`config.mk`:
```
export PLATFORM = sky130hd
export DESIGN_NAME = lspcSequencer
export DESIGN_NICKNAME = d
export VERILOG_FILES = /design/src/lspcPkg.sv /design/src/lspcSequencer.sv
export SDC_FILE = /design/constraint.sdc
export NUM_CORES = 1
export LEC_CHECK = 0
export ABC_AREA = 1
export BUFFER_PORTS_ARGS = -buffer_cell sky130_fd_sc_hd__buf_4
export CORE_AREA = 10 10 47 49
export CTS_BUF_LIST = sky130_fd_sc_hd__clkbuf_4 sky130_fd_sc_hd__clkbuf_8 sky130_fd_sc_hd__clkbuf_16
export DETAILED_ROUTE_END_ITERATION = 12
export DIE_AREA = 0 0 57 59
export PLACE_DENSITY = 0.71
export SYNTH_ARGS = -nofsm -noshare
export SYNTH_HDL_FRONTEND = slang
export SYNTH_SLANG_ARGS = --single-unit
```
`constraint.sdc`:
```
create_clock -name clk24M -period 1.1 [get_ports clk24M]
set_input_delay 0.22 -clock clk24M [delete_from_list [all_inputs] [get_ports clk24M]]
set_output_delay 0.22 -clock clk24M [all_outputs]
set_load 0.03 [all_outputs]
```
`src/lspcPkg.sv`:
```
/*
  Shared widths, register indices and slot numbers for the sprite/VRAM model.
  A column is 32 clocks long and always starts at a multiple of eight pixels.
*/
`default_nettype none

package lspcPkg;

	// CPU side words
	typedef logic [15:0] vramAddrT;
	typedef logic [15:0] vramDataT;

	// Register select from the CPU address lines
	typedef logic [1:0] regIndexT;

	localparam regIndexT regVramAddr = 2'd0;
	localparam regIndexT regVramRw = 2'd1;
	localparam regIndexT regVramMod = 2'd2;
	localparam regIndexT regLspcMode = 2'd3;

	// Raster position
	typedef logic [8:0] pixelT;
	typedef logic [8:0] rasterT;

	// Auto-animation tile number, wraps at 8
	typedef logic [2:0] aaCountT;

	// Clock position in an eight-pixel column
	typedef logic [4:0] slotT;

	// Sprite attributes on the P bus
	typedef logic [19:0] tileT;
	typedef logic [7:0] paletteT;

	// Fixed fetch slots, first attribute word then second
	localparam slotT fetchSlotWord0 = 5'd0;
	localparam slotT fetchSlotWord1 = 5'd1;

	// CPU owns the port from here to the end of the column
	localparam slotT cpuSlotFirst = 5'd4;

endpackage

`default_nettype wire

```
`src/lspcSequencer.sv`:
```
/*
  Owns the VRAM port schedule. Fetch reads use slots 0 and 1, the CPU slots 4 to 31.
  Only one CPU operation is held at a time, further requests wait on cpuBusy.
*/
`timescale 1ns/10ps
`default_nettype none

module lspcSequencer (
	input logic clk24M,
	input logic arstN,
	input logic addrWrite,
	input logic dataWrite,
	input logic pixelZero,
	output logic pixelEn,
	output logic vramWe,
	output logic cpuRead,
	output logic latchRead,
	output logic addrAdvance,
	output logic fetchRead,
	output logic fetchWord,
	output logic fetchDone,
	output logic cpuBusy
);
	import lspcPkg::*;

	// Pending CPU operation
	localparam logic [2:0] opIdle = 3'd0;
	localparam logic [2:0] opWrite = 3'd1;
	localparam logic [2:0] opAdvance = 3'd2;
	localparam logic [2:0] opRead = 3'd3;
	localparam logic [2:0] opLatch = 3'd4;

	// Second attribute word lands one slot after its read
	localparam slotT fetchSlotDone = slotT'(fetchSlotWord1 + 5'd2);
	// First clock of pixel 1 within the column
	localparam slotT slotPixelOne = 5'd4;

	logic [1:0] phase;
	slotT slot;
	logic [2:0] cpuOp;
	logic cpuSlot;

	// Four clocks per pixel, 32 per column
	always_ff @(posedge clk24M or negedge arstN) begin
		if (!arstN) begin
			phase <= 2'd0;
			slot <= 5'd0;
		end else begin
			phase <= phase + 2'd1;
			// Pixel 0 ends here, resync the column to the pixel counter
			if (pixelEn && pixelZero)
				slot <= slotPixelOne;
			else
				slot <= slot + 5'd1;
		end
	end

	assign pixelEn = (phase == 2'd3);
	assign cpuSlot = (slot >= cpuSlotFirst);

	// Write, then advance, then prefetch at the (new) address
	always_ff @(posedge clk24M or negedge arstN) begin
		if (!arstN) begin
			cpuOp <= opIdle;
		end else begin
			case (cpuOp)
				opIdle: begin
					if (dataWrite)
						cpuOp <= opWrite;
					else if (addrWrite)
						cpuOp <= opRead;
				end
				opWrite: begin
					if (cpuSlot)
						cpuOp <= opAdvance;
				end
				opAdvance: cpuOp <= opRead;
				opRead: begin
					if (cpuSlot)
						cpuOp <= opLatch;
				end
				opLatch: cpuOp <= opIdle;
				default: cpuOp <= opIdle;
			endcase
		end
	end

	// CPU port strobes, only inside CPU slots
	assign vramWe = (cpuOp == opWrite) && cpuSlot;
	assign addrAdvance = (cpuOp == opAdvance);
	assign cpuRead = (cpuOp == opRead) && cpuSlot;
	// Read data from the prefetch is on the port now
	assign latchRead = (cpuOp == opLatch);
	assign cpuBusy = (cpuOp != opIdle);

	// Fixed fetch slots
	assign fetchRead = (slot == fetchSlotWord0) || (slot == fetchSlotWord1);
	assign fetchWord = (slot == fetchSlotWord1);
	assign fetchDone = (slot == fetchSlotDone);

endmodule

`default_nettype wire

```
; After elaboration in Yosys (flattened, before gate mapping)
; Index checks and enable logic that the tools add are counted.
[word_totals]
output_inout_bits = 9
regBits = 10
elab_cells = 30
[op_classes]
mux = 6
addsub = 2
reduce_logical = 8
eq_ne = 10
n_lt_le_gt_ge = 1
[op_table]
columns = operator, n
row1 = two-way mux 3 bit, 4
row2 = case mux 3 bit (4 select lines), 1
row3 = "== test 3 x 2 -> 1 bit, second input constant", 2
row4 = "adder 5 x 1 -> 5 bit, second input constant", 1
row5 = "== test 5 x 1 -> 1 bit, second input constant", 1
row6 = "== test 5 x 2 -> 1 bit, second input constant", 1
row7 = "greater-or-equal comparator 5 x 3 -> 1 bit, second input constant", 1
row8 = logical NOT 5 bit, 1
row9 = two-way mux 5 bit, 1
row10 = "inequality test 2 bit, second input constant", 2
row11 = "== test 3 x 1 -> 1 bit, second input constant", 1
row12 = "== test 3 bit, second input constant", 1
row13 = logical AND 1 bit, 3
row14 = logical NOT 3 bit, 1
row15 = "inequality test 3 bit, second input constant", 1
row16 = AND reduction 3 bit, 1
row17 = nonzero test 3 bit, 1
row18 = "adder 2 x 1 -> 2 bit, second input constant", 1
row19 = "== test 2 bit, second input constant", 1
row20 = logical OR 1 bit, 1

; Depth between registers and ports, before layout
[depth]
ltp_word = 3
depth_mapped = 7

; Least setup slack after synthesis
; No wires, ideal clock.
[synth_timing]
kind = register to output
from = register cpuOp[2]
to = output port latchRead
path_buffers = 0
setup_slack_ps = -275
arrival_time_ps = 1155
path_stages_with_launch = 2
required_time_ps = 880
cell_sequence = dfrtp_1 -> nor3b_1
[synth_via]
elab_chain_cells = 1
[synth_rtl]
columns = element, line_no
row1 = start: declaration, lspcSequencer.sv:40  ; logic [2:0] cpuOp;
row2 = start signal: assignment, lspcSequencer.sv:64  ; cpuOp <= opIdle;
row3 = start signal: assignment, lspcSequencer.sv:69  ; cpuOp <= opWrite;
row4 = start signal: assignment, lspcSequencer.sv:71  ; cpuOp <= opRead;
row5 = == test 3 bit, lspcSequencer.sv:93  ; assign latchRead = (cpuOp == opLatch);
row6 = end: declaration, lspcSequencer.sv:17  ; output logic latchRead,
; No other way between the ends.

; Worst setup path after layout
[layout_timing]
from = register slot[1]
to = output port fetchRead
[layout_via]
elab_chain_cells = 2
elab_cells_between_ends = 3
classes_between = eq/ne: 1 / reduce/logical: 2
[layout_rtl]
columns = element, line_no
row1 = start: declaration, lspcSequencer.sv:39  ; slotT slot;
row2 = start signal: assignment, lspcSequencer.sv:52  ; slot <= slotPixelOne;
row3 = start signal: assignment, lspcSequencer.sv:54  ; slot <= slot + 5'd1;
row4 = == test 5 x 1 -> 1 bit or logical NOT 5 bit (tied branches), lspcSequencer.sv:97  ; assign fetchRead = (slot == fetchSlotWord0) || (slot == fetchSlotWord1);
row5 = logical OR 1 bit (*), lspcSequencer.sv:97
row6 = end: declaration, lspcSequencer.sv:19  ; output logic fetchRead,
; Every way passes the cells marked *; elsewhere a longest branch is shown, timed or not.

==> key figures <==
Power
  – Clock Power Share: between 10% and 20%
  – Power Internal: between 1 and 1.5 mW
  – Pleak: around 0.50 nW
  – Flop pwr share: 23.5%
  – Max rail drop VDD: around 1100 uV
  – Combinational share of power: between 60% and 70%
  – Pwr per Cell Area: ~2400 nW/um^2
  – Switch share: approximately two fifths
  – Psw: ~0.93 mW

Cells and area
  – Final core area utilization: 66.1%
  – Most common cell after layout, fill and taps aside: buf_4
  – Layout area overhead: 70.1%
  – Ant diodes: 0
  – Nets: 110
  – Non-filler cells, final: between 100 and 150
  – Share of layout cells above drive strength 1: 56.0%
  – Most frequent cells in the layout: buf_4, nand2_1, inv_1
  – Final instance area: just over 900 um^2

STA
  – Max-slew headroom: between 80% and 90%
  – Slew Limit Fails: 0
  – Setup Skew: about 0.0045 ns
  – Fmax: 0.686 GHz
  – RSZ-0062 raised after global routing: true
  – Hold Vio Cnt, Final: 0
  – WHS: about 0.20 ns
  – Slew @ Worst Pin: roughly 0.19 ns
  – Final setup fails: 10
  – Min Tclk post-route: roughly 1.5 ns
  – Final Cycle Share: 132%
  – Worst Setup Slack, final: -0.357 ns

Floorplanning
  – Die Wd: roughly 57 um
  – Height of the die: around 59 um
  – Row cnt: 14
  – Die ar.: 3360 um^2
  – IO Count: 14
  – Core area: 1400 um^2
  – Initial Utilization: just under 40%

CTS
  – Worst skew pair latency: between 0.2 and 0.3 ns
  – CTS H-tree lvls: 1
  – Clock slew at reported path FFs: about 0.070 ns
  – CTS tree: built
  – Sink Count: 10
  – Clock Tree Buf Depth: 2
  – Cts bufs inserted: 3
  – Clock root cell: clkbuf_4

Synthesis
  – Net Count, Synth: 76
  – Syn Area/Cell: around 8.1 um^2
  – Compound-Gate Fraction of Synth Area: around 1.8%
  – Seq/Total Area, Yosys: a little under half
  – Yosys cell types: 16
  – Synth Instances: 67
  – Multiplexer share of the synthesized area: 0%
  – Post-synthesis adder-cell area fraction: under 10%
  – Simple-gate area share of the yosys netlist: 28.7%
  – #FFs+latches synth: 10
  – XOR/XNOR Fraction of Synth Area: between 3 and 4%
  – Synthesized cell area: 544 um^2
  – Yosys warns: 0
  – Combinational family with the most area after synthesis: simple AND/OR/NAND/NOR gates

Placement
  – DP HPWL: between 1000 and 1500 um
  – Cells after DPL: between 100 and 150
  – I/O Buffers: 13
  – Placed cell area: between 700 and 800 um^2
  – Dpl ws: -0.0560 ns
  – RePlAce Congestion: 0.719

Route
  – Pre-Repair DR Iteration Count: 1
  – Vias: around 520
  – Drt drc: 0
  – Vias per cell: ~4.5
  – Drt total wl: approximately 1300 um
  – Drt wl/cell: 11.5 um
  – Iter 0 DRT Violations: 0
  – Post-route ant nets: 0

Min path
  – Hold Path Class: in -> reg

Global route
  – Initial antenna violation count: 0
  – Vias in the first global route: roughly 500
  – Gr usage total: around 7.6%
  – Total global routing overflow: 0
  – First-pass GRT wire length: ~2000 um
  – Largest net degree at the start of global routing: 11

Setup path
  – Critical-path maximum fanout: 3
  – Setup CP Type: reg -> out
  – Crit path arrival time: 1.24 ns
  – CP startpoint kind: register
  – CP required: 0.88 ns
  – Endpoint type of the worst setup path: primary output

Status
  – Outcome: finished, violations left
  – Failing checks: negative setup slack

Job
  – Max Cap Viol: 0
==> synthesized netlist by cell type <==
library cell	count	area, um^2
a21oi_1	1	5.00
clkinv_1	1	3.75
dfrtp_1	10	250
ha_1	4	50.1
inv_1	15	56.3
nand2_1	12	45.0
nand2_2	1	6.26
nand3_1	5	25.0
nand3_2	1	10.0
nor2_1	9	33.8
nor2_2	3	18.8
nor3_2	1	10.0
nor3b_1	1	7.51
o21ai_0	1	5.00
xnor2_1	1	8.76
xor2_1	1	8.76
==> worst max-delay path: stages, from the launching register on <==
cell and delay [ns]:
dfrtp_1 0.42, inv_2 0.12, ha_4 0.15, nor2_2 0.03, nor2_1 0.08, buf_4 0.17
==> worst paths after layout <==
| kind | end | slack (ns) | depth (start not counted) | from |
|---|---|---|---|---|
| min in group asynchronous | cpuOp[0] | 0.30 | 2 | arstN |
| setup reg to reg | cpuOp[1] | -0.10 | 9 | cpuOp[0] |
| hold reg to reg | phase[0] | 0.43 | 1 | phase[0] |
| hold / removal | slot[2] | 0.20 | 3 | pixelZero |
| setup / recovery | fetchRead | -0.36 | 5 | slot[1] |
| max in group asynchronous | slot[0] | 0.64 | 2 | arstN |
==> layout make-up <==
class                      instances  area (um^2)
multi-input combinational         41          307
tap                               16         20.0
clock buffer                       4         36.3
inverter                          16         60.1
timing repair buffer              29          250
sequential                        10          253
fill                             122          475
==> through the flow <==
stage	total power, mW	setup TNS, ns
after floorplan	1.13	-0.385
after global placement	1.64	-0.110
after detailed placement	1.67	-0.277
after CTS	2.21	-2.69
after global routing	2.41	-3.44
final	2.27	-2.66
==> what timing repair did <==
item                                   in CTS  in global routing
pin swaps                                   8                  4
hold buffers                                1                  0
setup buffers                               3                  0
setup endpoints to repair                  11                 14
resized for setup                          12                 16
endpoints found under the hold margin      10                  0
==> state kept, by name (all words and copies together), names as in the netlist <==
signal and cells:
slot 5, phase 2, cpuOp 3
==> layer usage <==
metal / wire length (um) / GRT usage [%] / vias up / share of wire (%)
met2: 774 / 14.7 / 10 / 58
li1: - / - / 263 / -
met4: 27 / 4.03 / 0 / 2.0
met5: 0 / 0 / - / 0
met1: 439 / 5.99 / 245 / 33
met3: 89 / 3.86 / 3 / 6.7
==> cell families (layout without fill, tap and decap cells) <==
group	Yosys count	count (layout)
simple gates	33	33
buf+inv	16	49
flops	10	10
fa+ha+maj	4	4
compound gates	2	2
xor+xnor	2	2
==> power groups by stage <==
| stage | Combinational [mW] | Clock, mW | Sequential [mW] |
|---|---|---|---|
| floorplan | 0.606 | 0 | 0.528 |
| global placement | 1.12 | 0 | 0.516 |
| detailed placement | 1.15 | 0 | 0.519 |
| CTS | 1.35 | 0.343 | 0.520 |
| global route | 1.51 | 0.360 | 0.542 |
| finish | 1.40 | 0.335 | 0.531 |
Note: power is estimated with default switching activity, not from simulation.
