**config.mk**
```make
export PLATFORM = sky130hd
export DESIGN_NAME = lspcCpuRegs
export DESIGN_NICKNAME = d
export VERILOG_FILES = /design/src/lspcPkg.sv /design/src/lspcCpuRegs.sv
export SDC_FILE = /design/constraint.sdc
export NUM_CORES = 1
export LEC_CHECK = 0
export ABC_CLOCK_PERIOD_IN_PS = 2820
export BUFFER_PORTS_ARGS = -buffer_cell sky130_fd_sc_hd__buf_2
export CAP_MARGIN = 20
export CORE_ASPECT_RATIO = 0.6
export CORE_UTILIZATION = 53
export DETAILED_ROUTE_END_ITERATION = 10
export PLACE_DENSITY = 0.8
export SYNTH_ARGS = -nofsm -noshare
export SYNTH_HDL_FRONTEND = slang
export SYNTH_SLANG_ARGS = --single-unit
```
**constraint.sdc**
```tcl
create_clock -name clk24M -period 2.82 [get_ports clk24M]
set_clock_uncertainty 0.05 [all_clocks]
set_input_delay 0.282 -clock clk24M [delete_from_list [all_inputs] [get_ports clk24M]]
set_output_delay 0.282 -clock clk24M [all_outputs]
set_load 0.1 [all_outputs]
```
**src/lspcPkg.sv**
```systemverilog
/*
  Shared widths, register indices and slot numbers for the sprite/VRAM model.
  A column is 32 clocks long and always starts at a multiple of eight pixels.
*/
`default_nettype none

package lspcPkg;

	// CPU side words
	typedef logic [15:0] vramAddrT;
	typedef logic [15:0] vramDataT;

	// Register select from the CPU address lines
	typedef logic [1:0] regIndexT;

	localparam regIndexT regVramAddr = 2'd0;
	localparam regIndexT regVramRw = 2'd1;
	localparam regIndexT regVramMod = 2'd2;
	localparam regIndexT regLspcMode = 2'd3;

	// Raster position
	typedef logic [8:0] pixelT;
	typedef logic [8:0] rasterT;

	// Auto-animation tile number, wraps at 8
	typedef logic [2:0] aaCountT;

	// Clock position in an eight-pixel column
	typedef logic [4:0] slotT;

	// Sprite attributes on the P bus
	typedef logic [19:0] tileT;
	typedef logic [7:0] paletteT;

	// Fixed fetch slots, first attribute word then second
	localparam slotT fetchSlotWord0 = 5'd0;
	localparam slotT fetchSlotWord1 = 5'd1;

	// CPU owns the port from here to the end of the column
	localparam slotT cpuSlotFirst = 5'd4;

endpackage

`default_nettype wire

```
**src/lspcCpuRegs.sv**
```systemverilog
/*
  CPU registers. addrWrite and dataWrite are decoded straight from cpuWe.
  The read latch only changes on a prefetch, reads of index 0 and 1 return it.
*/
`timescale 1ns/10ps
`default_nettype none

module lspcCpuRegs (
	input logic clk24M,
	input logic arstN,
	input lspcPkg::regIndexT cpuAddr,
	input lspcPkg::vramDataT cpuWrData,
	input logic cpuWe,
	input logic cpuRe,
	input logic addrAdvance,
	input logic latchRead,
	input lspcPkg::vramDataT vramRdData,
	input lspcPkg::rasterT raster,
	input lspcPkg::aaCountT aaCount,
	output lspcPkg::vramAddrT vramAddr,
	output lspcPkg::vramDataT vramWrData,
	output logic addrWrite,
	output logic dataWrite,
	output logic aaDisable,
	output logic [7:0] aaSpeed,
	output lspcPkg::vramDataT cpuRdData
);
	import lspcPkg::*;

	vramAddrT vramMod;
	vramDataT readLatch;
	vramDataT rdMux;
	logic modWrite;
	logic modeWrite;

	// Register write decode
	assign addrWrite = cpuWe && (cpuAddr == regVramAddr);
	assign dataWrite = cpuWe && (cpuAddr == regVramRw);
	assign modWrite = cpuWe && (cpuAddr == regVramMod);
	assign modeWrite = cpuWe && (cpuAddr == regLspcMode);

	// Address, modulo and mode
	always_ff @(posedge clk24M or negedge arstN) begin
		if (!arstN) begin
			vramAddr <= '0;
			vramMod <= '0;
			aaSpeed <= 8'd0;
			aaDisable <= 1'b0;
		end else begin
			// Advance wraps at 16 bits
			if (addrWrite)
				vramAddr <= cpuWrData;
			else if (addrAdvance)
				vramAddr <= vramAddr + vramMod;
			if (modWrite)
				vramMod <= cpuWrData;
			if (modeWrite) begin
				aaSpeed <= cpuWrData[15:8];
				aaDisable <= cpuWrData[3];
			end
		end
	end

	// Write data and prefetch latch
	always_ff @(posedge clk24M) begin
		if (dataWrite)
			vramWrData <= cpuWrData;
		if (latchRead)
			readLatch <= vramRdData;
	end

	// Read mux
	always_comb begin
		case (cpuAddr)
			regVramMod: rdMux = vramMod;
			regLspcMode: rdMux = {raster, 4'b0000, aaCount};
			default: rdMux = readLatch;
		endcase
	end

	// Read data valid the cycle after cpuRe
	always_ff @(posedge clk24M) begin
		if (cpuRe)
			cpuRdData <= rdMux;
	end

endmodule

`default_nettype wire

```
Yosys cells after proc, flatten, opt, wreduce, memory -nomap -nowiden
Cells that the tools add are included.
- bits in registers: 89
- latch bits: 0
- RAM bits: 0
- ROM bits: 0
- input bits: 52
- output and inout port bits: 59
- logic and storage cells: 20
- memories: 0
- $add $sub $neg: 1
- $mul: 0
- divide/modulo/power cells: 0
- magnitude comparators: 0
- equal/unequal tests: 3
- shift-type cells: 0
- mux-type cells: 3
- bitwise operators: 0
- reductions and logical operators: 6
- operators by type and width (cell ; count):
    16-bit two-way mux ; 2
    16-bit one-hot mux with 2 select lines ; 1
    16-bit adder ; 1
    2-bit equality test (second input constant) ; 2
    1-bit logical AND ; 4
    2-bit by 1-bit equality test with 1-bit output (second input constant) ; 1
    2-bit zero test ; 1
    2-bit nonzero test ; 1

Depth between registers and ports, before layout
- depth in word-level cells: 3
- depth in mapped cells: 8
- mapped depth without buffers: 8

Worst setup path before layout
No wires, ideal clock.
- kind: input -> register
- start point: input port cpuAddr[1]
- end point: register vramWrData[0], enable pin
- library setup time: 0.448 ns
- data arrival time: 2.759 ns
- required time: 2.322 ns
- setup slack: -0.437 ns
- stages on the path: 4
- path buffers: 3
- path through: clkbuf_1 > clkbuf_1 > clkbuf_1 > nor2_1
- longest elaborated chain between the ends: 2
- RTL lines (what ; RTL line ; text):
    start: declaration ; lspcCpuRegs.sv:11 ; input lspcPkg::regIndexT cpuAddr,
    2-bit by 1-bit equality test with 1-bit output ; lspcCpuRegs.sv:38 ; assign dataWrite = cpuWe && (cpuAddr == regVramRw);
    1-bit logical AND ; lspcCpuRegs.sv:38 ;
    named net dataWrite ; lspcCpuRegs.sv:23 ; output logic dataWrite,
    end signal: assignment ; lspcCpuRegs.sv:67 ; vramWrData <= cpuWrData;
    end: declaration ; lspcCpuRegs.sv:21 ; output lspcPkg::vramDataT vramWrData,
The timed path passes the listed nets, and every way through them passes these cells.
A chain may end at the register's enable or synchronous reset.

Worst setup path in the final report
- start point: register vramAddr[0]
- end point: register vramAddr[14]
- longest elaborated chain between the ends: 3
- RTL lines (what ; RTL line ; text):
    start: declaration ; lspcCpuRegs.sv:20 ; output lspcPkg::vramAddrT vramAddr,
    start signal: assignment ; lspcCpuRegs.sv:52 ; vramAddr <= cpuWrData;
    start signal: assignment ; lspcCpuRegs.sv:54 ; vramAddr <= vramAddr + vramMod;
    16-bit adder ; lspcCpuRegs.sv:54 ;
    16-bit two-way mux ; lspcCpuRegs.sv:53 ; else if (addrAdvance)
    16-bit two-way mux ; lspcCpuRegs.sv:51 ; if (addrWrite)
No other way between the ends. The select of a mux whose other input is x is not followed.

==> out/results.tsv <==
stage	metric	value	unit
yosys	ys.flop_type	sky130_fd_sc_hd__edfxtp_1	
grt	grt_pass1_wl	15400	um
yosys	share_of_synthesized_area_occupied_by_flip_flops_and_latches	58.4	%
grt	grt_pass1_vias	2995	
power_and_ir_drop	netSwitchingPower	2940	uW
yosys	post_syn_instances	344	
detailed_routing	drt_drc_violations_left	0	
detailed_routing	num_vias	3182	
detailed_routing	totalWireLength	9990	um
detailed_routing	detail_route.wl_per_cell	17.7	um
floorplanning	floorplan.initialDensity	56.5	%
setup_path	worstPathArrival	2.57	ns
floorplanning	fp.coreArea	0.00748	mm^2
grt	gr-total-overflow	0	
yosys	mapped_cell_area	0.00423	mm^2
layout	layout.filler_cells	560	
grt	globalRouteMet1Util	36.6	%
floorplanning	ios	111	
cts	post-cts-setup-buffer-count	0	
sta	grt_setup_unrepaired	false	
layout	final-instance-count-excl-fill	566	
yosys	syn_avg_cell_area	12.3	um^2
layout	area_delta_synth_final	23.4	%
cts	tritoncts.num_buffers	9	
sta	final_hold_viol_count	0	
cts	cts_buffer_depth	2	
floorplanning	std_cell_rows	24	
grt	gr-usage-met3	7.63	%
cts	clock_tree.htree_level_count	3	
power_and_ir_drop	power.density	1180	mW/mm^2
floorplanning	fp.dieW	117	um
floorplanning	die_h	71.2	um
detailed_routing	drt-initial-drc-count	262	
setup_path	r2r_slack	0.41	ns
yosys	synth_warnings	0	
detailed_routing	drt_pre_antenna_iters	4	
detailed_routing	number_of_vias_per_cell_after_detailed_routing	5.62	
layout	diodes	0	
layout	layout.cells.most_common_list	110 x sky130_fd_sc_hd__buf_2, 48 x sky130_fd_sc_hd__edfxtp_1, 41 x sky130_fd_sc_hd__dfrtp_1	
sta	clock_period_minus_worst_slack	2.41	ns
floorplanning	full_die_area	0.00834	mm^2
power_and_ir_drop	intPower	3210	uW
grt	grt_antenna_before_repair	0	
power_and_ir_drop	seq_power_share	29.4	%
yosys	synth.net_count	412	
place	globalplace.congestion	0.934	
yosys	yosys_register_bits	89	
setup_path	worstSetupEndpointType	flop	
setup_path	setup.worst_path.start_class	flop	
sta	timing_worst_slew_pin_value	0.637	ns
yosys	count_of_flip_flops_with_a_built_in_enable_after_synthesis	48	
cts	numClockSinks	89	
power_and_ir_drop	leakage	0.00229	uW
place	dpl-instance-area	0.00487	mm^2
yosys	synthArstFlopShare	46.1	%
detailed_routing	final_antenna_net_count	0	
power_and_ir_drop	p_comb_share	50.0	%
cts	cts_tree	yes	
grt	global_route.peak_usage_layer	met2	
place	place_worst_setup_slack	0.511	ns
yosys	distinct_cell_type_count_after_synthesis	51	
power_and_ir_drop	switching_share	47.9	%
setup_path	worst_ep_required_time	2.98	ns
layout	final_nets	525	
place	placement.io_buffers	110	
sta	clock.fmax	416	MHz
power_and_ir_drop	p_total	6150	uW
setup_path	worstPathMaxFanout	4	
sta	setup_ws	0.414	ns
sta	setup_total_negative_slack	0	ns
power_and_ir_drop	power.share.clock	20.6	%
cts	path_clk_slew	0.06	ns
power_and_ir_drop	power.ir.vdd_worst	661	uV
status	run_status	finished clean	
cts	ctsRootBufferMaster	sky130_fd_sc_hd__clkbuf_16	
sta	worst_slew_margin_rel	57.4	%
setup_path	critPathKind	reg -> reg	
layout	fin_area	0.00522	mm^2
layout	final_layout_size_suffix_gt1_share	36.6	%
grt	grtUsageTotal	25.7	%
flow_run	drv_cap	0	
place	hpwlAfterDp	6960	um
sta	finalSetupViolations	0	
grt	grt_util_met2	38.0	%
cts	post_cts_resize_count	0	
sta	final_min_period_over_clock_period	85.3	%
layout	commonest_non_fill_non_tap_cell_in_the_layout	sky130_fd_sc_hd__buf_2	
grt	grt_max_degree	42	
place	dp.cells	548	
cts	worst_skew_pair.late_latency	0.34	ns
sta	final-max-slew-violation-count	0	
worst_hold_path	hold_path.class	in -> reg	
layer usage:
metal | vias to the layer above | share of wire [%]
li1 | 1507 | -
met1 | 1512 | 47
met2 | 145 | 43
met3 | 18 | 8.0
met4 | 0 | 1.6
met5 | - | 0
area by class of cell:
class	instances	area, um^2	area share, %
well taps	104	130	2.50
inverters	9	36.3	0.696
multi-input cells	232	1650	31.7
clock buffers	9	225	4.32
clock inverters	7	93.8	1.80
flip-flops and latches	89	2470	47.3
repair buffers	116	611	11.7
synthesized netlist by cell type, drive strengths merged, types with 6 or more instances:
library cell   n  area [um^2]
nor2          25         93.8
dfrtp         41         1030
nand3          6         30.0
nand2         23         86.3
a21oi         42          218
inv            9         36.3
mux2i         17          170
mux2          26          293
ha            15          188
buf            9         53.8
edfxtp        48         1440
o21ai         20          104
cell families (layout without fill, tap and decap cells):
| kind of cell | Yosys count | after routing | synth area share (%) |
|---|---|---|---|
| adder cells (fa/ha/maj) | 16 | 16 | 4.92 |
| AND/OR/NAND/NOR | 79 | 79 | 8.79 |
| flip-flops | 89 | 89 | 58.4 |
| AO/OA/AOI/OAI | 87 | 87 | 12.9 |
| multiplexers | 43 | 43 | 11.0 |
| XOR/XNOR | 7 | 7 | 1.45 |
| buffers and inverters | 23 | 141 | 2.58 |
state kept, by name (all words and copies together), names as in the netlist:
signal / flops
readLatch: 16
aaSpeed: 8
aaDisable: 1
vramWrData: 16
cpuRdData: 16
vramMod: 16
vramAddr: 16
stage by stage:
step | util, % | hold WS, ns
6_report | 69.7 | 0.0617
5_1_grt | 69.7 | 0.0514
4_1_cts | 69.3 | 0.0508
3_5_place_dp | 65.1 | 0.411
3_3_place_gp | 65.1 | 0.409
2_1_floorplan | - | -0.0636
what timing repair did:
action | 4_1_cts | 5_1_grt
setup endpoints to repair | 0 | 0
hold buffers | 0 | 1
hold endpoints to repair | 0 | 9
worst max-delay path: stages (launching register included):
cell and delay (ns):
sky130_fd_sc_hd__dfrtp_1 0.40, sky130_fd_sc_hd__ha_1 0.24, sky130_fd_sc_hd__fa_1 0.45, sky130_fd_sc_hd__a21oi_2 0.19, sky130_fd_sc_hd__o211ai_2 0.17, sky130_fd_sc_hd__a31oi_1 0.39
sky130_fd_sc_hd__o31ai_2 0.11, sky130_fd_sc_hd__nor4_1 0.19, sky130_fd_sc_hd__a211oi_1 0.08
power by group through the flow:
stage | logic, uW | registers (uW) | clock network [uW]
after detailed placement | 3020 | 1830 | 0
after global placement | 2980 | 1820 | 0
after global routing | 3260 | 1840 | 1330
after CTS | 3040 | 1810 | 1290
after floorplan | 1260 | 3040 | 0
final | 3080 | 1810 | 1270
path summary, 6_finish.rpt:
kind | endpoint | depth (start not counted) | start
max in group asynchronous | aaSpeed[5] | 3 | arstN
setup / recovery | vramAddr[14] | 8 | vramAddr[0]
hold reg to reg | aaSpeed[4] | 1 | aaSpeed[4]
hold / removal | readLatch[6] | 1 | vramRdData[6]
setup reg to reg | vramAddr[14] | 8 | vramAddr[0]
min in group asynchronous | vramMod[1] | 2 | arstN
(Power assumes the default switching activity.)
