<file path="src/lspcPkg.sv">
/*
  Shared widths, register indices and slot numbers for the sprite/VRAM model.
  A column is 32 clocks long and always starts at a multiple of eight pixels.
*/
`default_nettype none

package lspcPkg;

	// CPU side words
	typedef logic [15:0] vramAddrT;
	typedef logic [15:0] vramDataT;

	// Register select from the CPU address lines
	typedef logic [1:0] regIndexT;

	localparam regIndexT regVramAddr = 2'd0;
	localparam regIndexT regVramRw = 2'd1;
	localparam regIndexT regVramMod = 2'd2;
	localparam regIndexT regLspcMode = 2'd3;

	// Raster position
	typedef logic [8:0] pixelT;
	typedef logic [8:0] rasterT;

	// Auto-animation tile number, wraps at 8
	typedef logic [2:0] aaCountT;

	// Clock position in an eight-pixel column
	typedef logic [4:0] slotT;

	// Sprite attributes on the P bus
	typedef logic [19:0] tileT;
	typedef logic [7:0] paletteT;

	// Fixed fetch slots, first attribute word then second
	localparam slotT fetchSlotWord0 = 5'd0;
	localparam slotT fetchSlotWord1 = 5'd1;

	// CPU owns the port from here to the end of the column
	localparam slotT cpuSlotFirst = 5'd4;

endpackage

`default_nettype wire

</file>
<file path="src/lspcTileFetch.sv">
/*
  Builds the P-bus sprite word from two attribute words read in slots 0 and 1.
  pBusValid is high in slot 3 only, tile, line and palette hold until the next column.
*/
`timescale 1ns/10ps
`default_nettype none

module lspcTileFetch (
	input logic clk24M,
	input logic arstN,
	input logic fetchRead,
	input logic fetchWord,
	input logic fetchDone,
	input logic aaDisable,
	input lspcPkg::vramDataT rdData,
	input lspcPkg::rasterT raster,
	input lspcPkg::aaCountT aaCount,
	output lspcPkg::tileT pBusTile,
	output logic [3:0] pBusLine,
	output lspcPkg::paletteT pBusPal,
	output logic pBusValid
);
	import lspcPkg::*;

	logic word0Ready;
	logic word1Ready;
	logic [15:0] tileLow;
	logic aa3En;
	logic aa2En;
	logic vflip;
	tileT tileRaw;
	tileT tileAa;

	// Read data shows up one clock after the strobe
	always_ff @(posedge clk24M or negedge arstN) begin
		if (!arstN) begin
			word0Ready <= 1'b0;
			word1Ready <= 1'b0;
		end else begin
			word0Ready <= fetchRead && !fetchWord;
			word1Ready <= fetchRead && fetchWord;
		end
	end

	// Word 1 fields, taken straight off the port
	assign aa3En = rdData[3] && !aaDisable;
	assign aa2En = rdData[2] && !aaDisable;
	assign vflip = rdData[1];
	assign tileRaw = {rdData[7:4], tileLow};

	// aa3 replaces three bits, aa2 only two
	always_comb begin
		tileAa = tileRaw;
		if (aa3En)
			tileAa[2:0] = aaCount;
		else if (aa2En)
			tileAa[1:0] = aaCount[1:0];
	end

	always_ff @(posedge clk24M) begin
		if (word0Ready)
			tileLow <= rdData;
		if (word1Ready) begin
			pBusTile <= tileAa;
			pBusPal <= rdData[15:8];
			// Line within the tile, mirrored on vflip
			pBusLine <= vflip ? ~raster[3:0] : raster[3:0];
		end
	end

	// Set as word 1 lands, dropped at the end of slot 3
	always_ff @(posedge clk24M or negedge arstN) begin
		if (!arstN)
			pBusValid <= 1'b0;
		else if (word1Ready)
			pBusValid <= 1'b1;
		else if (fetchDone)
			pBusValid <= 1'b0;
	end

endmodule

`default_nettype wire

</file>
<file path="config.mk">
export PLATFORM = sky130hd
export DESIGN_NAME = lspcTileFetch
export DESIGN_NICKNAME = d
export VERILOG_FILES = /design/src/lspcPkg.sv /design/src/lspcTileFetch.sv
export SDC_FILE = /design/constraint.sdc
export NUM_CORES = 1
export LEC_CHECK = 0
export ABC_CLOCK_PERIOD_IN_PS = 3050
export BUFFER_PORTS_ARGS = -buffer_cell sky130_fd_sc_hd__buf_2
export CAP_MARGIN = 20
export CORE_MARGIN = 2
export CORE_UTILIZATION = 40
export CTS_CLUSTER_DIAMETER = 30
export DETAILED_ROUTE_END_ITERATION = 10
export PLACE_DENSITY = 0.7
export SLEW_MARGIN = 40
export SYNTH_ARGS = -nofsm -noshare
export SYNTH_HDL_FRONTEND = slang
export SYNTH_SLANG_ARGS = --single-unit
export TNS_END_PERCENT = 10
</file>
<file path="constraint.sdc">
create_clock -name clk24M -period 3.05 [get_ports clk24M]
set_input_delay 0.1525 -clock clk24M [delete_from_list [all_inputs] [get_ports clk24M]]
set_output_delay 0.1525 -clock clk24M [all_outputs]
set_load 0.02 [all_outputs]
</file>
* After elaboration in Yosys (flattened, before gate mapping)
Cells that the tools add are included.
** Word-level totals
- Output and inout port bits :: 33
- Word-level logic and storage cells :: 21
- Register bits after elaboration :: 51
** Operators by class
- Bitwise gates (word level) :: 1
- Reduce and logical (&&, ||, !) cells :: 7
- Multiplexer cells :: 6
** Operators by type and width (number)
- $logic_and 1x1->1 :: 4
- $mux 2 :: 2
- $mux 4 :: 1
- $not 4->4 :: 1
- $mux 1 :: 3
- $logic_not 1->1 :: 2
- $reduce_bool 2->1 :: 1

* Depth between registers and ports, before layout
Gate-level depths: netlist of run 1.
- Depth in word-level cells :: 4
- Mapped depth :: 2

* Worst setup path before layout of run 1
No wires, ideal clock.
- Path kind :: register to register
- Start :: register word1Ready
- End :: register pBusLine[0], enable pin
- Setup time :: 0.389 ns
- Buffers on the path :: 0
- Stages on the path, launching flop included :: 1
- Data required time :: 2.661 ns
- Setup slack :: 1.708 ns
- Arrival :: 0.953 ns
- Cell sequence :: dfrtp_1
** RTL lines
- start: declaration :: RTL line lspcTileFetch.sv:26 : logic word1Ready;
- start signal: assignment :: RTL line lspcTileFetch.sv:41 : word1Ready <= fetchRead && fetchWord;
- end signal: assignment :: RTL line lspcTileFetch.sv:67 : pBusLine <= vflip ? ~raster[3:0] : raster[3:0];
- end: declaration :: RTL line lspcTileFetch.sv:19 : output logic [3:0] pBusLine,
No word-level cell between the ends.

* Final worst setup path of run 1
- Start :: register word1Ready
- End :: register pBusTile[18], enable pin
** RTL lines
- end signal: assignment :: RTL line lspcTileFetch.sv:64 : pBusTile <= tileAa;
- end: declaration :: RTL line lspcTileFetch.sv:18 : output lspcPkg::tileT pBusTile,
No word-level cell between the ends.

==> results.sh, run 1 <==
export IMPL_die_y_um=68.2
export IMPL_setup_tns_ns=0
export IMPL_core_region_area_um2=3970
export IMPL_design_area_um2=2130
export IMPL_cts_buffers=5
export IMPL_drive_above_1_share_pct=55.1
export IMPL_status="finished, final reports clean"
export IMPL_crit_chain="buf_4"
export IMPL_numPortBuffers=61
export IMPL_tightest_slew_ns=0.643
export IMPL_wire_per_inst_um=13.0
export IMPL_fin_worst_skew_ns=0.00298
export IMPL_rsz0062_at_grt="no"
export IMPL_wirelength_um=2420
export IMPL_area_delta_synth_final_pct=29.1
export IMPL_start_kind="flip-flop"
export IMPL_antenna_found_initial=0
export IMPL_antenna_left=0
export IMPL_setup_ws_ns=1.85
export IMPL_pre_cts_ws_ns=1.55
export IMPL_cp_max_fo=21
export IMPL_powerDensity_nw_per_um2=591
export IMPL_start_util_pct=41.5
export IMPL_seq_area_frac_synth_pct=92.1
export IMPL_boundaryPins=67
export IMPL_max_stage_delay_ns=0.66
export IMPL_finalNonFillerCells=186
export IMPL_grt_pass1_vias=719
export IMPL_gp_congestion=0.615
export IMPL_place_area_um2=2030
export IMPL_cp_slowest_cell="dfrtp_2"
export IMPL_synth_seq_cells=51
export IMPL_cts_htree_levels=2
export IMPL_clockBufferDepth=2
export IMPL_path_clk_slew_ns=0.08
export IMPL_n_antenna_cell=0
export IMPL_finalSetupViolCount=0
export IMPL_clock_sinks=51
export IMPL_maxSlewHeadroom_pct=57.1
export IMPL_finalCritPeriodShare_pct=39.3
export IMPL_syn_area_per_cell_um2=25.7
export IMPL_leakagePower_nw=0.853
export IMPL_via_per_inst=4.31
export IMPL_period_needed_ns=1.20
export IMPL_nets=169
export IMPL_dp_cells=177
export IMPL_syn_inst=64
export IMPL_cp_end_kind="flip-flop"
export IMPL_max_freq_ghz=0.835
export IMPL_synth_cell_type_count=10
export IMPL_syn_num_nets=98
export IMPL_grt_pass1_wl_um=3320
export IMPL_grt_overflow=0
export IMPL_netlist_area_um2=1650
export IMPL_vias=801
export IMPL_drt_iter0_drc=69
export IMPL_cp_buffers_inverters=1
export IMPL_drc=0
export IMPL_dieArea_um2=4650
export IMPL_finalHoldViolCount=0
export IMPL_dr_pass1_iters=3
export IMPL_crit_type="reg2reg"
export IMPL_cts_tree="done"
export IMPL_hold_class="in2reg"
export IMPL_ir_drop_v=0.000222
export IMPL_cap_violations=0
export IMPL_grt_use_total_pct=10.4
export IMPL_clock_latency_ns=0.29
export IMPL_cts_root_buf="clkbuf_8"
export IMPL_cts_repair_resized=0
export IMPL_crit_family="flip-flops"
export IMPL_fp_dieW_um=68.2
export IMPL_fin_util_pct=53.5
export IMPL_row_count=23
export IMPL_grt_max_degree=22
export IMPL_final_max_slew_viol_count=0
export IMPL_hpwl_um=1840
export IMPL_ys_warn_count=0
export IMPL_worstPathArrival_ns=1.20
export IMPL_cp_required_ns=3.05
## cell type report
cell class	instances	area [µm²]
Clock buffer	6	72.6
Clock inverter	2	12.5
Fill cell	332	1850
Inverter	1	3.75
Multi-Input combinational cell	12	126
Sequential cell	51	1520
Tap cell	50	62.6
Timing Repair Buffer	64	330
## worst paths after layout
path	startpoint	endpoint	slack [ns]	cells past startpoint
worst max-delay path	word1Ready	pBusTile[18]	1.85	1
worst max register to register	word1Ready	pBusTile[18]	1.85	1
max in group asynchronous	arstN	word1Ready	2.76	2
min in group asynchronous	arstN	word1Ready	0.17	2
worst min register to register	tileLow[6]	pBusTile[6]	0.42	0
worst min-delay path	fetchWord	word0Ready	0.02	2
## where the power goes
| part | total, mW | internal (mW) | switching (mW) |
|---|---|---|---|
| clock | 0.356 | 0.160 | 0.196 |
| sequential | 0.816 | 0.801 | 0.0158 |
| combinational | 0.0843 | 0.0371 | 0.0472 |
## Yosys cell counts (all sizes together)
library cell | count | area, µm²
inv | 1 | 3.75
dfrtp | 3 | 75.1
and2 | 1 | 6.26
edfxtp | 48 | 1440
o21bai | 1 | 18.8
mux2 | 3 | 45.0
xor2 | 4 | 35.0
a21o | 1 | 7.51
and2b | 1 | 7.51
nor2b | 1 | 6.26
## flip-flops by register name, indices dropped and copies added, names as in the netlist
name        cells
pBusLine        4
tileLow        16
pBusPal         8
pBusTile       20
word0Ready      1
pBusValid       1
word1Ready      1
## through the flow
step	power [mW]	hold WS, ns
CTS	1.27	0.0124
finish	1.26	0.0166
global placement	0.914	-0.0525
detailed placement	0.919	-0.0493
floorplan	0.870	-0.143
global route	1.31	0.0251
## per-layer routing
metal	vias to the layer above	wire (µm)	global-route usage [%]
met1	367	941	11.7
met2	44	1200	17.1
met4	0	27	5.25
met5	-	0	0
li1	386	-	-
met3	4	248	4.11
## repair_timing
| action | 4_1_cts | 5_1_grt |
|---|---|---|
| hold endpoints to repair | 3 | 0 |
| buffers inserted | 0 | 0 |
| hold buffers | 1 | 0 |
## layout by cell type, fill, tap and decap left out
cell type	netlist	final
buf_2	0	61
clkbuf_8	0	5
edfxtp_1	48	48
mux2_4	3	3
xor2_1	4	4
clkinvlp_4	0	1
nor2b_1	1	1
o21bai_4	1	1
clkbuf_1	0	1
dlygate4sd3_1	0	1
clkinv_2	0	1
and2_1	1	1
and2b_1	1	1
dfrtp_2	0	1
buf_4	0	2
a21o_1	1	1
inv_1	1	1
dfrtp_1	3	2
## logic make-up (layout without fill, tap and decap cells)
kind of cell    after synthesis  count (layout)  share of synthesized area (%)
simple gates                  3               3                           1.22
compound gates                2               2                           1.60
buf+inv                       1              73                          0.228
mux                           3               3                           2.74
xor+xnor                      4               4                           2.13
flops                        51              51                           92.1
Note: power is estimated with default switching activity, not from simulation.
==> run 2, diff against run 1 <==
--- a/config.mk
+++ b/config.mk
@@ -5,14 +5,15 @@
 export SDC_FILE = /design/constraint.sdc
 export NUM_CORES = 1
 export LEC_CHECK = 0
-export ABC_CLOCK_PERIOD_IN_PS = 3050
+export ABC_AREA = 1
+export ABC_CLOCK_PERIOD_IN_PS = 1100
 export BUFFER_PORTS_ARGS = -buffer_cell sky130_fd_sc_hd__buf_2
 export CAP_MARGIN = 20
 export CORE_MARGIN = 2
 export CORE_UTILIZATION = 40
 export CTS_CLUSTER_DIAMETER = 30
 export DETAILED_ROUTE_END_ITERATION = 10
-export PLACE_DENSITY = 0.7
+export PLACE_DENSITY = 0.73
 export SLEW_MARGIN = 40
 export SYNTH_ARGS = -nofsm -noshare
 export SYNTH_HDL_FRONTEND = slang
==> constraint.sdc (replaced) <==
create_clock -name clk24M -period 1.1 [get_ports clk24M]
set_input_delay 0.055 -clock clk24M [delete_from_list [all_inputs] [get_ports clk24M]]
set_output_delay 0.055 -clock clk24M [all_outputs]
set_load 0.02 [all_outputs]
==> run 2 against run 1 <==
Global-route usage rose by 2.1 points. Clock skew is 0.0020 ns higher. Final area grew 9.3%. Non-clock buffer count rose by 19. Total power rose to 2.8 times the previous value. Flip-flop and latch count unchanged. Worst setup slack got worse by 1.7 ns. Clock-buffer cell count stayed put. Combinational power grew to 3.7 times the previous value. Critical endpoint is now pBusTile[0].
==> results.sh, run 2 <==
export IMPL_status="finished, final reports clean"
export IMPL_final_common_cell="buf_2"
export IMPL_largest_register="pBusTile"
export IMPL_synthTopCellsByCount="edfxtp_1 (48), nand2_1 (7), inv_1 (6)"
export IMPL_fin_worst_skew_ns=0.00502
export IMPL_clockBufferDepth=2
export IMPL_numPortBuffers=61
export IMPL_seq_area_frac_synth_pct=92.7
export IMPL_nets=199
export IMPL_powerDensity_nw_per_um2=1510
export IMPL_pre_cts_ws_ns=0.229
export IMPL_synth_top_family_by_area="simple AND/OR/NAND/NOR gates"
export IMPL_cts_root_buf="clkbuf_8"
export IMPL_largest_reg_flops=20
export IMPL_period_needed_ns=0.959
export IMPL_async_reset_ff_share_pct=5.88
export IMPL_synth_xor_area_share_pct=2.14
export IMPL_final_max_slew_viol_count=0
export IMPL_vias=946
export IMPL_maxSlewHeadroom_pct=86.0
export IMPL_netlist_area_um2=1640
export IMPL_r2r_slack_ns=0.23
export IMPL_wire_per_inst_um=12.7
export IMPL_cts_repair_resized=0
export IMPL_finalCritPeriodShare_pct=87.2
export IMPL_finalNonFillerCells=216
export IMPL_cap_violations=0
export IMPL_synth_seq_cells=51
export IMPL_leakagePower_nw=0.954
export IMPL_fillers=338
export IMPL_drc=0
export IMPL_start_kind="input port"
export IMPL_cp_end_kind="flip-flop"
export IMPL_ys_warn_count=0
export IMPL_synth_cell_type_count=9
export IMPL_worstPathArrival_ns=1.02
export IMPL_area_delta_synth_final_pct=42.0
export IMPL_setup_ws_ns=0.141
export IMPL_syn_inst=75
export IMPL_finalHoldWorstSlack_ns=0.0464
export IMPL_cts_tree="done"
export IMPL_cts_htree_levels=2
export IMPL_dp_cells=189
export IMPL_grt_pass1_vias=884
export IMPL_via_per_inst=4.38
export IMPL_biggestRegsByFlops="pBusTile: 20 flops, tileLow: 16 flops, pBusPal: 8 flops"
export IMPL_n_antenna_cell=0
export IMPL_gp_congestion=0.615
export IMPL_start_util_pct=41.2
export IMPL_syn_area_per_cell_um2=21.8
export IMPL_min_from="rdData[1]"
export IMPL_power_mw=3.51
export IMPL_yosys_area_share_adder_pct=0
export IMPL_hpwl_um=1970
export IMPL_yosys_area_share_simple_pct=2.75
export IMPL_crit_type="in2reg"
export IMPL_ir_drop_v=0.000593
export IMPL_post_cts_buffers=0
export IMPL_synth_top_cell_by_area="edfxtp_1"
export IMPL_dieArea_um2=4620
export IMPL_die_y_um=68.0
export IMPL_design_area_um2=2320
export IMPL_fin_util_pct=58.5
export IMPL_synth_flop_cell="edfxtp_1"
export IMPL_max_freq_ghz=1.04
export IMPL_cts_buffers=5
export IMPL_grt_pass1_wl_um=3940
export IMPL_cp_max_fo=4
export IMPL_drive_above_1_share_pct=42.2
export IMPL_synth_compound_area_share_pct=1.07
export IMPL_path_clk_slew_ns=0.08
export IMPL_multi_input_area_um2=97.6
export IMPL_grt_max_degree=26
export IMPL_place_area_um2=2050
export IMPL_rsz0062_at_grt="no"
export IMPL_grt_overflow=0
export IMPL_clock_sinks=51
export IMPL_cp_required_ns=1.16
export IMPL_hold_depth=1
export IMPL_row_count=23
export IMPL_synth_edff_count=48
export IMPL_synth_most_common_cell="edfxtp_1"
export IMPL_min_to="tileLow[1]"
export IMPL_rr_worst_depth=2
export IMPL_finalSetupViolCount=0
export IMPL_cts_hold_buf=19
export IMPL_syn_num_nets=109
export IMPL_clock_latency_ns=0.29
export IMPL_r2r_end="pBusValid"
export IMPL_tightest_slew_ns=0.208
export IMPL_setup_tns_ns=0
export IMPL_drt_iter0_drc=47
export IMPL_core_region_area_um2=3970
export IMPL_wirelength_um=2750
export IMPL_ys_top_cells_by_area="edfxtp_1 (88%), dfrtp_1 (4.6%), xor2_1 (2.1%), nand2_1 (1.6%), inv_1 (1.4%)"
export IMPL_fp_dieW_um=68.0
export IMPL_antenna_found_initial=0
export IMPL_yosysTopAreaCellShare_pct=88.1
export IMPL_crit_start="rdData[3]"
export IMPL_r2r_start="word1Ready"
export IMPL_seq_area_um2=1520
export IMPL_grt_use_total_pct=12.4
export IMPL_layout_common_cells="buf_2 (61), edfxtp_1 (48), dlygate4sd3_1 (19), nand2_1 (7), inv_1 (6)"
export IMPL_antenna_left=0
export IMPL_finalHoldViolCount=0
export IMPL_boundaryPins=67
export IMPL_synth_area_mux_share_pct=0
export IMPL_dr_pass1_iters=4
export IMPL_hold_class="in2reg"
[run 2: cell types whose count changed after synthesis, moves of 2 or more]
cell     before  now
nand3_1       0    3
nand2_1       0    7
o21ai_0       0    2
inv_1         1    6
mux2_4        3    0
[run 2: how the worst max path moves through the flow]
stage / to / slack (ns) / depth (start not counted)
after floorplan: pBusLine[0] / 0.05 / 0
final: pBusTile[0] / 0.14 / 6
after global routing: pBusTile[2] / 0.06 / 5
after CTS: pBusTile[0] / 0.16 / 6
after detailed placement: pBusValid / 0.23 / 2
after global placement: pBusPal[1] / 0.25 / 1
[run 2: per-layer routing]
layer | GRT usage [%] | up-vias | wire, µm
met5 | 0 | - | 0
met4 | 5.25 | 0 | 36
met3 | 5.43 | 5 | 241
met2 | 21.2 | 43 | 1400
met1 | 13.4 | 444 | 1080
li1 | - | 454 | -
[run 2: area by class of cell]
type,count,area share [%]
Clock inverter,2,0.323
Tap cell,50,2.69
Multi-Input combinational cell,18,4.20
Inverter,6,0.969
Clock buffer,6,3.12
Timing Repair Buffer,83,23.4
Sequential cell,51,65.3
[run 2: kinds of logic (layout without fill, tap and decap cells)]
kind of cell | Yosys count | count (layout)
DFF | 51 | 51
and+or+nand+nor | 11 | 11
AOI/OAI and AO/OA | 3 | 3
buffers and inverters | 6 | 97
xor gates and xnor gates | 4 | 4
[run 2: worst max-delay path: stages]
cell,delay [ns]
dlygate4sd3_1,0.55
buf_2,0.15
inv_1,0.06
nand2_1,0.07
nand3_1,0.08
nand2_1,0.06
[run 2: where the power goes]
group / internal [mW] / total [mW] / leakage, nW / switching, mW
registers: 2.22 / 2.24 / 0.487 / 0.0221
clock network: 0.434 / 0.956 / 0.0403 / 0.522
logic: 0.144 / 0.316 / 0.427 / 0.172
